<file path="config.mk">
export PLATFORM = sky130hd
export DESIGN_NAME = admm_solver
export DESIGN_NICKNAME = d
export VERILOG_FILES = /design/src/admm_pkg.sv /design/src/admm_regs.sv /design/src/admm_engine.sv /design/src/admm_residual.sv /design/src/admm_solver.sv
export SDC_FILE = /design/constraint.sdc
export NUM_CORES = 2
export LEC_CHECK = 0
export BUFFER_PORTS_ARGS = -buffer_cell sky130_fd_sc_hd__buf_2
export CAP_MARGIN = 40
export CORE_ASPECT_RATIO = 0.5
export CORE_UTILIZATION = 25
export CTS_BUF_LIST = sky130_fd_sc_hd__clkbuf_4
export CTS_CLUSTER_SIZE = 28
export DETAILED_ROUTE_END_ITERATION = 12
export PLACE_DENSITY = 0.37
export SETUP_SLACK_MARGIN = 0.1
export SYNTH_ARGS = -nofsm -noshare
export SYNTH_HDL_FRONTEND = slang
export SYNTH_SLANG_ARGS = --single-unit
</file>
<file path="constraint.sdc">
create_clock -name clk -period 26.5 [get_ports clk]
set_clock_uncertainty 0.15 [all_clocks]
set_input_delay 5.3 -clock clk [delete_from_list [all_inputs] [get_ports clk]]
set_output_delay 5.3 -clock clk [all_outputs]
set_load 0.01 [all_outputs]
</file>
<file path="src/admm_pkg.sv">
package admm_pkg;

    // Q8.8 samples on a 32-bit word bus
    localparam int DATA_W    = 16;
    localparam int FRAC_BITS = 8;
    localparam int BUS_W     = 32;
    localparam int ADDR_W    = 8;
    localparam int N_ELEM    = 8;
    localparam int IDX_W     = 3;
    localparam int ITER_W    = 16;

    // Headroom for a three-term sum of samples
    localparam int SUM_W = DATA_W + 2;
    localparam logic signed [SUM_W-1:0] DATA_MAX = SUM_W'((2 ** (DATA_W - 1)) - 1);
    localparam logic signed [SUM_W-1:0] DATA_MIN = SUM_W'(-(2 ** (DATA_W - 1)));
    localparam logic signed [SUM_W-1:0] MAG_MAX  = SUM_W'((2 ** DATA_W) - 1);

    // Scalar registers, word addresses
    localparam logic [ADDR_W-1:0] REG_CTRL     = ADDR_W'(0);
    localparam logic [ADDR_W-1:0] REG_STATUS   = ADDR_W'(1);
    localparam logic [ADDR_W-1:0] REG_ITER     = ADDR_W'(2);
    localparam logic [ADDR_W-1:0] REG_TOL      = ADDR_W'(3);
    localparam logic [ADDR_W-1:0] REG_MAX_ITER = ADDR_W'(4);
    localparam logic [ADDR_W-1:0] REG_PRI_RES  = ADDR_W'(5);
    localparam logic [ADDR_W-1:0] REG_DUAL_RES = ADDR_W'(6);

    // Vector blocks of N_ELEM words each
    localparam logic [ADDR_W-1:0] BASE_REF = ADDR_W'(8);
    localparam logic [ADDR_W-1:0] BASE_LO  = ADDR_W'(16);
    localparam logic [ADDR_W-1:0] BASE_HI  = ADDR_W'(24);
    localparam logic [ADDR_W-1:0] BASE_X   = ADDR_W'(32);
    localparam logic [ADDR_W-1:0] BASE_Z   = ADDR_W'(40);

    typedef enum logic [2:0] {
        IDLE,
        X_UPDATE,
        Z_UPDATE,
        Y_UPDATE,
        CHECK,
        DONE
    } solver_state_t;

    typedef enum logic [1:0] {
        NOP,
        RD,
        WR
    } bus_op_t;

    typedef struct packed {
        logic              chipselect;
        logic              read;
        logic              write;
        logic [ADDR_W-1:0] addr;
        logic [BUS_W-1:0]  writedata;
    } bus_req_t;

    typedef struct packed {
        logic [DATA_W-1:0] tol;
        logic [ITER_W-1:0] max_iter;
    } solve_cfg_t;

    typedef struct packed {
        logic              busy;
        logic              done;
        logic              converged;
        logic [ITER_W-1:0] iter;
    } solver_status_t;

    typedef struct packed {
        logic [DATA_W-1:0] pri_mag;
        logic [DATA_W-1:0] dual_mag;
    } resid_sample_t;

    // Saturate a wide sum back to a signed sample
    function automatic logic signed [DATA_W-1:0] sat_data(input logic signed [SUM_W-1:0] v);
        if (v > DATA_MAX) begin
            return DATA_MAX[DATA_W-1:0];
        end
        if (v < DATA_MIN) begin
            return DATA_MIN[DATA_W-1:0];
        end
        return v[DATA_W-1:0];
    endfunction

    // Unsigned magnitude, clipped to the sample width
    function automatic logic [DATA_W-1:0] mag_data(input logic signed [SUM_W-1:0] v);
        logic signed [SUM_W-1:0] a;
        a = (v < 0) ? -v : v;
        if (a > MAG_MAX) begin
            return '1;
        end
        return a[DATA_W-1:0];
    endfunction

endpackage

</file>
<file path="src/admm_regs.sv">
`timescale 1ns/1ps

module admm_regs import admm_pkg::*; (
    input  logic                     clk,
    input  logic                     rst,
    input  bus_req_t                 req,
    output logic [BUS_W-1:0]         readdata,
    input  solver_status_t           status,
    input  logic [DATA_W-1:0]        pri_res,
    input  logic [DATA_W-1:0]        dual_res,
    input  logic signed [DATA_W-1:0] x_rd,
    input  logic signed [DATA_W-1:0] z_rd,
    output logic                     start_pulse,
    output solve_cfg_t               cfg,
    output logic signed [DATA_W-1:0] ref_vec [N_ELEM],
    output logic signed [DATA_W-1:0] lo_vec [N_ELEM],
    output logic signed [DATA_W-1:0] hi_vec [N_ELEM],
    output logic [IDX_W-1:0]         rd_idx
);

    bus_op_t          op;
    logic [IDX_W-1:0] elem;
    logic             cfg_lock;
    logic             cfg_wr;
    logic [BUS_W-1:0] rd_mux;

    // True when addr falls in the N_ELEM-word block at base
    function automatic logic in_block(input logic [ADDR_W-1:0] a,
                                      input logic [ADDR_W-1:0] base);
        return a[ADDR_W-1:IDX_W] == base[ADDR_W-1:IDX_W];
    endfunction

    always_comb begin
        if (!req.chipselect) begin
            op = NOP;
        end else if (req.write) begin
            op = WR;
        end else if (req.read) begin
            op = RD;
        end else begin
            op = NOP;
        end
    end

    assign elem   = req.addr[IDX_W-1:0];
    assign rd_idx = elem;

    // Solve pending or running
    assign cfg_lock = status.busy || start_pulse;
    assign cfg_wr   = (op == WR) && !cfg_lock;

    always_ff @(posedge clk or posedge rst) begin
        if (rst) begin
            start_pulse  <= 1'b0;
            cfg.tol      <= '0;
            cfg.max_iter <= ITER_W'(1);
        end else begin
            start_pulse <= (op == WR) && (req.addr == REG_CTRL) && req.writedata[0];
            if (cfg_wr && (req.addr == REG_TOL)) begin
                cfg.tol <= req.writedata[DATA_W-1:0];
            end
            if (cfg_wr && (req.addr == REG_MAX_ITER)) begin
                cfg.max_iter <= req.writedata[ITER_W-1:0];
            end
        end
    end

    // Problem vectors
    always_ff @(posedge clk) begin
        if (cfg_wr) begin
            if (in_block(req.addr, BASE_REF)) begin
                ref_vec[elem] <= req.writedata[DATA_W-1:0];
            end
            if (in_block(req.addr, BASE_LO)) begin
                lo_vec[elem] <= req.writedata[DATA_W-1:0];
            end
            if (in_block(req.addr, BASE_HI)) begin
                hi_vec[elem] <= req.writedata[DATA_W-1:0];
            end
        end
    end

    // Signed vectors are sign extended, everything else zero extended
    always_comb begin
        rd_mux = '0;
        if (in_block(req.addr, BASE_REF)) begin
            rd_mux = BUS_W'(ref_vec[elem]);
        end else if (in_block(req.addr, BASE_LO)) begin
            rd_mux = BUS_W'(lo_vec[elem]);
        end else if (in_block(req.addr, BASE_HI)) begin
            rd_mux = BUS_W'(hi_vec[elem]);
        end else if (in_block(req.addr, BASE_X)) begin
            rd_mux = BUS_W'(x_rd);
        end else if (in_block(req.addr, BASE_Z)) begin
            rd_mux = BUS_W'(z_rd);
        end else begin
            case (req.addr)
                REG_STATUS:   rd_mux = BUS_W'({status.converged, status.done, status.busy});
                REG_ITER:     rd_mux = BUS_W'(status.iter);
                REG_TOL:      rd_mux = BUS_W'(cfg.tol);
                REG_MAX_ITER: rd_mux = BUS_W'(cfg.max_iter);
                REG_PRI_RES:  rd_mux = BUS_W'(pri_res);
                REG_DUAL_RES: rd_mux = BUS_W'(dual_res);
                default:      rd_mux = '0;
            endcase
        end
    end

    always_ff @(posedge clk or posedge rst) begin
        if (rst) begin
            readdata <= '0;
        end else if (op == RD) begin
            readdata <= rd_mux;
        end
    end

endmodule

</file>
<file path="src/admm_engine.sv">
`timescale 1ns/1ps

module admm_engine import admm_pkg::*; (
    input  logic                     clk,
    input  logic                     rst,
    input  logic                     start_pulse,
    input  solve_cfg_t               cfg,
    input  logic signed [DATA_W-1:0] ref_vec [N_ELEM],
    input  logic signed [DATA_W-1:0] lo_vec [N_ELEM],
    input  logic signed [DATA_W-1:0] hi_vec [N_ELEM],
    input  logic [IDX_W-1:0]         rd_idx,
    input  logic                     converged,
    output solver_status_t           status,
    output logic signed [DATA_W-1:0] x_rd,
    output logic signed [DATA_W-1:0] z_rd,
    output logic                     clear,
    output logic                     sample_valid,
    output resid_sample_t            sample
);

    solver_state_t     state;
    logic [IDX_W-1:0]  idx;
    logic [IDX_W-1:0]  idx_next;
    logic              last_elem;
    logic [ITER_W-1:0] iter;
    logic [ITER_W-1:0] iter_inc;
    logic [ITER_W-1:0] iter_limit;
    logic              conv_q;
    logic              busy;
    logic              start_ok;

    logic signed [DATA_W-1:0] x_mem [N_ELEM];
    logic signed [DATA_W-1:0] z_mem [N_ELEM];
    logic signed [DATA_W-1:0] y_mem [N_ELEM];
    logic signed [DATA_W-1:0] zprev_mem [N_ELEM];

    logic signed [DATA_W-1:0] ref_i;
    logic signed [DATA_W-1:0] lo_i;
    logic signed [DATA_W-1:0] hi_i;
    logic signed [DATA_W-1:0] x_i;
    logic signed [DATA_W-1:0] z_i;
    logic signed [DATA_W-1:0] y_i;
    logic signed [DATA_W-1:0] zprev_i;
    logic signed [SUM_W-1:0]  x_sum;
    logic signed [SUM_W-1:0]  v_sum;
    logic signed [SUM_W-1:0]  y_sum;
    logic signed [SUM_W-1:0]  pri_diff;
    logic signed [SUM_W-1:0]  dual_diff;
    logic signed [DATA_W-1:0] x_new;
    logic signed [DATA_W-1:0] z_new;
    logic signed [DATA_W-1:0] y_new;

    assign last_elem  = (idx == IDX_W'(N_ELEM - 1));
    assign idx_next   = last_elem ? '0 : idx + 1'b1;
    assign iter_inc   = iter + 1'b1;
    // A limit of zero still runs one iteration
    assign iter_limit = (cfg.max_iter == '0) ? ITER_W'(1) : cfg.max_iter;
    assign busy       = (state != IDLE) && (state != DONE);
    assign start_ok   = start_pulse && !busy;

    // One element per cycle, shared by all three stages
    always_comb begin
        ref_i   = ref_vec[idx];
        lo_i    = lo_vec[idx];
        hi_i    = hi_vec[idx];
        x_i     = x_mem[idx];
        z_i     = z_mem[idx];
        y_i     = y_mem[idx];
        zprev_i = zprev_mem[idx];

        // x = (ref + z - y) / (1 + rho) with rho of one
        x_sum = ref_i + z_i - y_i;
        x_new = sat_data(x_sum >>> 1);

        // Projection of x + y onto the box
        v_sum = x_i + y_i;
        if (v_sum < lo_i) begin
            z_new = lo_i;
        end else if (v_sum > hi_i) begin
            z_new = hi_i;
        end else begin
            z_new = v_sum[DATA_W-1:0];
        end

        y_sum = y_i + x_i - z_i;
        y_new = sat_data(y_sum);

        pri_diff  = x_i - z_new;
        dual_diff = z_new - zprev_i;
    end

    assign sample_valid    = (state == Z_UPDATE);
    assign clear           = sample_valid && (idx == '0);
    assign sample.pri_mag  = mag_data(pri_diff);
    assign sample.dual_mag = mag_data(dual_diff);

    assign status.busy      = busy;
    assign status.done      = (state == DONE);
    assign status.converged = conv_q;
    assign status.iter      = iter;

    assign x_rd = x_mem[rd_idx];
    assign z_rd = z_mem[rd_idx];

    always_ff @(posedge clk or posedge rst) begin
        if (rst) begin
            state  <= IDLE;
            idx    <= '0;
            iter   <= '0;
            conv_q <= 1'b0;
        end else begin
            case (state)
                IDLE, DONE: begin
                    if (start_ok) begin
                        state  <= X_UPDATE;
                        idx    <= '0;
                        iter   <= '0;
                        conv_q <= 1'b0;
                    end
                end
                X_UPDATE: begin
                    idx <= idx_next;
                    if (last_elem) begin
                        state <= Z_UPDATE;
                    end
                end
                Z_UPDATE: begin
                    idx <= idx_next;
                    if (last_elem) begin
                        state <= Y_UPDATE;
                    end
                end
                Y_UPDATE: begin
                    idx <= idx_next;
                    if (last_elem) begin
                        state <= CHECK;
                    end
                end
                CHECK: begin
                    iter <= iter_inc;
                    if (converged || (iter_inc >= iter_limit)) begin
                        state  <= DONE;
                        conv_q <= converged;
                    end else begin
                        state <= X_UPDATE;
                    end
                end
                default: state <= IDLE;
            endcase
        end
    end

    // Vector stores, zeroed by an accepted start
    always_ff @(posedge clk) begin
        if (start_ok) begin
            for (int i = 0; i < N_ELEM; i++) begin
                x_mem[i]     <= '0;
                z_mem[i]     <= '0;
                y_mem[i]     <= '0;
                zprev_mem[i] <= '0;
            end
        end else begin
            case (state)
                X_UPDATE: begin
                    x_mem[idx]     <= x_new;
                    // Snapshot of z before this iteration's projection
                    zprev_mem[idx] <= z_i;
                end
                Z_UPDATE: z_mem[idx] <= z_new;
                Y_UPDATE: y_mem[idx] <= y_new;
                default: ;
            endcase
        end
    end

endmodule

</file>
<file path="src/admm_residual.sv">
`timescale 1ns/1ps

module admm_residual import admm_pkg::*; (
    input  logic              clk,
    input  logic              rst,
    input  logic              clear,
    input  logic              sample_valid,
    input  resid_sample_t     sample,
    input  logic [DATA_W-1:0] tol,
    output logic              converged,
    output logic [DATA_W-1:0] pri_res,
    output logic [DATA_W-1:0] dual_res
);

    logic [IDX_W-1:0]  cnt;
    logic [IDX_W-1:0]  cnt_base;
    logic [DATA_W-1:0] run_pri;
    logic [DATA_W-1:0] run_dual;
    logic [DATA_W-1:0] pri_base;
    logic [DATA_W-1:0] dual_base;
    logic [DATA_W-1:0] pri_next;
    logic [DATA_W-1:0] dual_next;

    // Clear arrives together with the first sample of a z-update
    always_comb begin
        cnt_base  = clear ? '0 : cnt;
        pri_base  = clear ? '0 : run_pri;
        dual_base = clear ? '0 : run_dual;
        pri_next  = (sample.pri_mag > pri_base) ? sample.pri_mag : pri_base;
        dual_next = (sample.dual_mag > dual_base) ? sample.dual_mag : dual_base;
    end

    always_ff @(posedge clk or posedge rst) begin
        if (rst) begin
            cnt      <= '0;
            run_pri  <= '0;
            run_dual <= '0;
            pri_res  <= '0;
            dual_res <= '0;
        end else if (sample_valid) begin
            run_pri  <= pri_next;
            run_dual <= dual_next;
            cnt      <= cnt_base + 1'b1;
            // Last element of the z-update publishes the iteration
            if (cnt_base == IDX_W'(N_ELEM - 1)) begin
                pri_res  <= pri_next;
                dual_res <= dual_next;
            end
        end
    end

    assign converged = (pri_res <= tol) && (dual_res <= tol);

endmodule

</file>
<file path="src/admm_solver.sv">
`timescale 1ns/1ps

module admm_solver import admm_pkg::*; (
    input  logic             clk,
    input  logic             rst,
    input  bus_req_t         req,
    output logic [BUS_W-1:0] readdata
);

    logic                     start_pulse;
    solve_cfg_t               cfg;
    logic signed [DATA_W-1:0] ref_vec [N_ELEM];
    logic signed [DATA_W-1:0] lo_vec [N_ELEM];
    logic signed [DATA_W-1:0] hi_vec [N_ELEM];
    logic [IDX_W-1:0]         rd_idx;
    solver_status_t           status;
    logic signed [DATA_W-1:0] x_rd;
    logic signed [DATA_W-1:0] z_rd;
    logic                     clear;
    logic                     sample_valid;
    resid_sample_t            sample;
    logic                     converged;
    logic [DATA_W-1:0]        pri_res;
    logic [DATA_W-1:0]        dual_res;

    // Bus decode and configuration
    admm_regs u_regs (
        .clk         (clk),
        .rst         (rst),
        .req         (req),
        .readdata    (readdata),
        .status      (status),
        .pri_res     (pri_res),
        .dual_res    (dual_res),
        .x_rd        (x_rd),
        .z_rd        (z_rd),
        .start_pulse (start_pulse),
        .cfg         (cfg),
        .ref_vec     (ref_vec),
        .lo_vec      (lo_vec),
        .hi_vec      (hi_vec),
        .rd_idx      (rd_idx)
    );

    admm_engine u_engine (
        .clk          (clk),
        .rst          (rst),
        .start_pulse  (start_pulse),
        .cfg          (cfg),
        .ref_vec      (ref_vec),
        .lo_vec       (lo_vec),
        .hi_vec       (hi_vec),
        .rd_idx       (rd_idx),
        .converged    (converged),
        .status       (status),
        .x_rd         (x_rd),
        .z_rd         (z_rd),
        .clear        (clear),
        .sample_valid (sample_valid),
        .sample       (sample)
    );

    // Residual maxima and convergence
    admm_residual u_residual (
        .clk          (clk),
        .rst          (rst),
        .clear        (clear),
        .sample_valid (sample_valid),
        .sample       (sample),
        .tol          (cfg.tol),
        .converged    (converged),
        .pri_res      (pri_res),
        .dual_res     (dual_res)
    );

endmodule

</file>
==> results.md <==
- Syn Nets: 4748
- Status: finished, final reports clean
- CP max stage delay: 0.82 ns
- Crit path top cell by count: o21a_1
- Synth-to-Final Area Change: 15.1%
- Fraction of registers with async set/reset: 13.5%
- Die Ht: 334 um
- Slew of the pin with the lowest slew margin: 1.15 ns
- Unique masters post-synth: 107
- Cts repair resizes: 0
- Max_slew headroom: 23.4%
- Initial Utilization: 25.2%
- Row count: 121
- Congestion Overflow GR: 0
- Worst Hold Path EP: u_residual.run_pri[0]
- CTS Hold Bufs: 0
- Post-route ant nets: 0
- Nature of the critical path endpoint: flop
- GRT Total Usage: 20.6%
- CP max-delay cell: or4b_1
- Top_reg_cell synth: edfxtp_1
- Clock Sinks: 1036
- Vias in the first global route: 41400
- Worst endpoint data arrival time: 17.22 ns
- Largest net degree at the start of global routing: 81
- Max FO, Critical Path: 37
- DRC: 0
- Register area share after synthesis: 55.1%
- Worst R2R Path Depth: 55
- Synth Register Bits: 1036
- Routed WL: 235000 um
- WL per Instance: 29.8 um
- CTS tree: done
- Port bufs: 60
- Flop2flop setup slack: 10.13 ns
- Required time of the critical path: 27.35 ns
- Fin crit share: 61.8%
- Synthesized instance count: 4490
- Final Util: 29.1%
- Critical R2R Capture: u_residual.run_dual[8]
- Post-CTS setup buffer count: 0
- Maximum clock path buffer count: 4
- Hold Fails Final Rpt: 0
- IO Count: 77
- Root Driver: clkbuf_4
- Startpoint Class: flop
- DR iter-0 viols: 4634
- Initial antenna violation count: 25
- Final Wtd Congestion: 0.863
- Final HPWL DP: 158000 um
- Final Max Slew Viols: 0
- Worst hold path type: flop to flop
- WHS Path Cells: 2
- Worst-path clk slew: 0.08 ns
- Final TNS setup: 0 ns
- Mapped cell area: 55100 um^2
- DRT Pass-1 Iters: 6
- Min-delay src: u_residual.run_pri[0]
- Maximum clock frequency: 61.1 MHz
- DIE AREA: 223000 um^2
- Reg-to-Reg Start: u_engine.idx[0]
- Core footprint: 218000 um^2
- Clk Latency, worst-skew pair: 1.18 ns
- Num CTS Buffers: 284
- Syn avg cell area: 12.3 um^2
- Die Wd: 666 um
- Min cycle time layout: 16.37 ns
- Final nets: 4985
- Type of the worst setup path: flop to flop
- Layout cells sized above 1: 21.0%
- Yosys warns: 0
- Post-synth EDFFs: 896
- RSZ-0062 raised after global routing: false
- Setup-failing EPs final: 0
- Via count: 42000
- Total of max-cap violations: 0
- CTS HTree Levels: 5
- Via density: 5.32
- First-pass GRT wire length: 326000 um
==> sequential cells by signal, indices dropped and copies added (netlist names), 17 cells and up <==
register            count
u_engine.x_mem        128
u_regs.ref_vec        128
u_regs.lo_vec         128
u_regs.readdata        17
u_engine.zprev_mem    128
u_regs.hi_vec         128
u_regs.cfg             32
u_engine.y_mem        128
u_engine.z_mem        128
==> cell type report <==
type / count / area [um^2]
Antenna cell: 16 / 40.0
Clock buffer: 410 / 3080
Clock inverter: 75 / 377
Fill cell: 22400 / 155000
Inverter: 139 / 527
Multi-Input combinational cell: 3005 / 23100
Sequential cell: 1036 / 30400
Tap cell: 2952 / 3690
Timing Repair Buffer: 261 / 2260
==> layout by cell type (no fill, tap or decap), types with 76 or more instances in the layout <==
| cell | synthesis | routed |
|---|---|---|
| a21oi_1 | 138 | 138 |
| buf_4 | 22 | 153 |
| clkbuf_4 | 0 | 413 |
| mux2i_1 | 91 | 91 |
| nand2_1 | 254 | 246 |
| ha_1 | 195 | 195 |
| inv_1 | 137 | 136 |
| edfxtp_1 | 896 | 896 |
| nor2_1 | 565 | 539 |
| dfrtp_1 | 139 | 136 |
| o21ai_0 | 219 | 218 |
| nand3_1 | 76 | 76 |
| a22oi_1 | 266 | 266 |
| mux4_2 | 172 | 172 |
| and3_1 | 80 | 79 |
| a22o_1 | 90 | 90 |
==> layer usage <==
layer / vias to the layer above / track usage [%] / part of all wire (%)
met5: - / 0 / 0.011
met4: 4 / 5.84 / 2.6
met3: 343 / 4.38 / 8.7
met2: 1913 / 30.6 / 42
met1: 21700 / 30.1 / 46
li1: 18100 / - / -
==> cells by family (layout without fill, tap and decap cells) <==
family | after synthesis | count (layout) | synth area share [%]
simple gates | 1236 | 1236 | 10.2
compound gates | 1120 | 1120 | 14.4
flops | 1036 | 1036 | 55.1
buf+inv | 449 | 885 | 3.32
mux | 329 | 329 | 10.0
fa+ha+maj | 222 | 222 | 5.24
xor+xnor | 98 | 98 | 1.60
other cells | 0 | 16 | 0
==> per-stage QoR <==
stage          instances  setup WS [ns]  hold slack [ns]  instance area [um^2]
6_report            7894          10.13            0.330                 63500
5_1_grt             7884           9.19            0.366                 63500
4_1_cts             7870          10.28            0.340                 63400
3_5_place_dp        7385          10.31            0.321                 59900
3_3_place_gp        7324          10.16            0.308                 59100
2_1_floorplan       4490          12.94            0.292                 55100
==> worst max-delay path, delay by kind of cell, from the launching register on <==
family / cells / cell delay, ns
AOI/OAI and AO/OA: 27 / 5.74
adders and majority gates: 4 / 1.17
buffers and inverters: 7 / 2.80
and+or+nand+nor: 16 / 5.57
DFF: 1 / 0.57
xor gates and xnor gates: 1 / 0.15
==> synthesized netlist by cell type (16+ instances only) <==
cell,instances,share of area [%]
mux4_2,172,7.0
o31ai_1,16,0.22
a221o_1,22,0.40
a221oi_1,69,1.1
nand2_1,254,1.7
mux2_2,65,1.3
a22oi_1,266,3.6
a22o_1,90,1.4
a31oi_1,18,0.20
xor2_1,38,0.60
a21oi_1,138,1.3
ha_1,195,4.4
a21o_1,45,0.61
buf_4,22,0.30
and2_1,25,0.28
nor2_1,565,3.8
o22ai_1,33,0.37
xnor2_1,58,0.92
inv_1,137,0.93
mux2i_1,91,1.7
nand2b_1,22,0.25
buf_1,63,0.43
o21ai_0,219,2.0
and3_1,80,0.91
a222oi_1,20,0.36
o21a_1,26,0.35
nor3_1,45,0.41
clkbuf_1,205,1.4
nor2b_1,25,0.28
dfrtp_1,139,6.3
a211oi_1,26,0.35
edfxtp_1,896,49
nand3_1,76,0.69
nand4_1,50,0.57
fa_1,18,0.65
==> worst max-delay path by stage <==
stage | startpoint | endpoint | slack, ns
global route | u_engine.idx[0] | u_residual.run_dual[9] | 9.19
global placement | u_engine.idx[0] | u_residual.run_dual[10] | 10.16
floorplan | u_engine.idx[1] | u_residual.run_dual[1] | 12.94
CTS | u_engine.idx[0] | u_residual.run_dual[8] | 10.28
detailed placement | u_engine.idx[0] | u_residual.run_dual[8] | 10.31
finish | u_engine.idx[0] | u_residual.run_dual[8] | 10.13
Power is not shown: default switching activity piles up to over one toggle a cycle in this logic, so the estimate is an artifact.
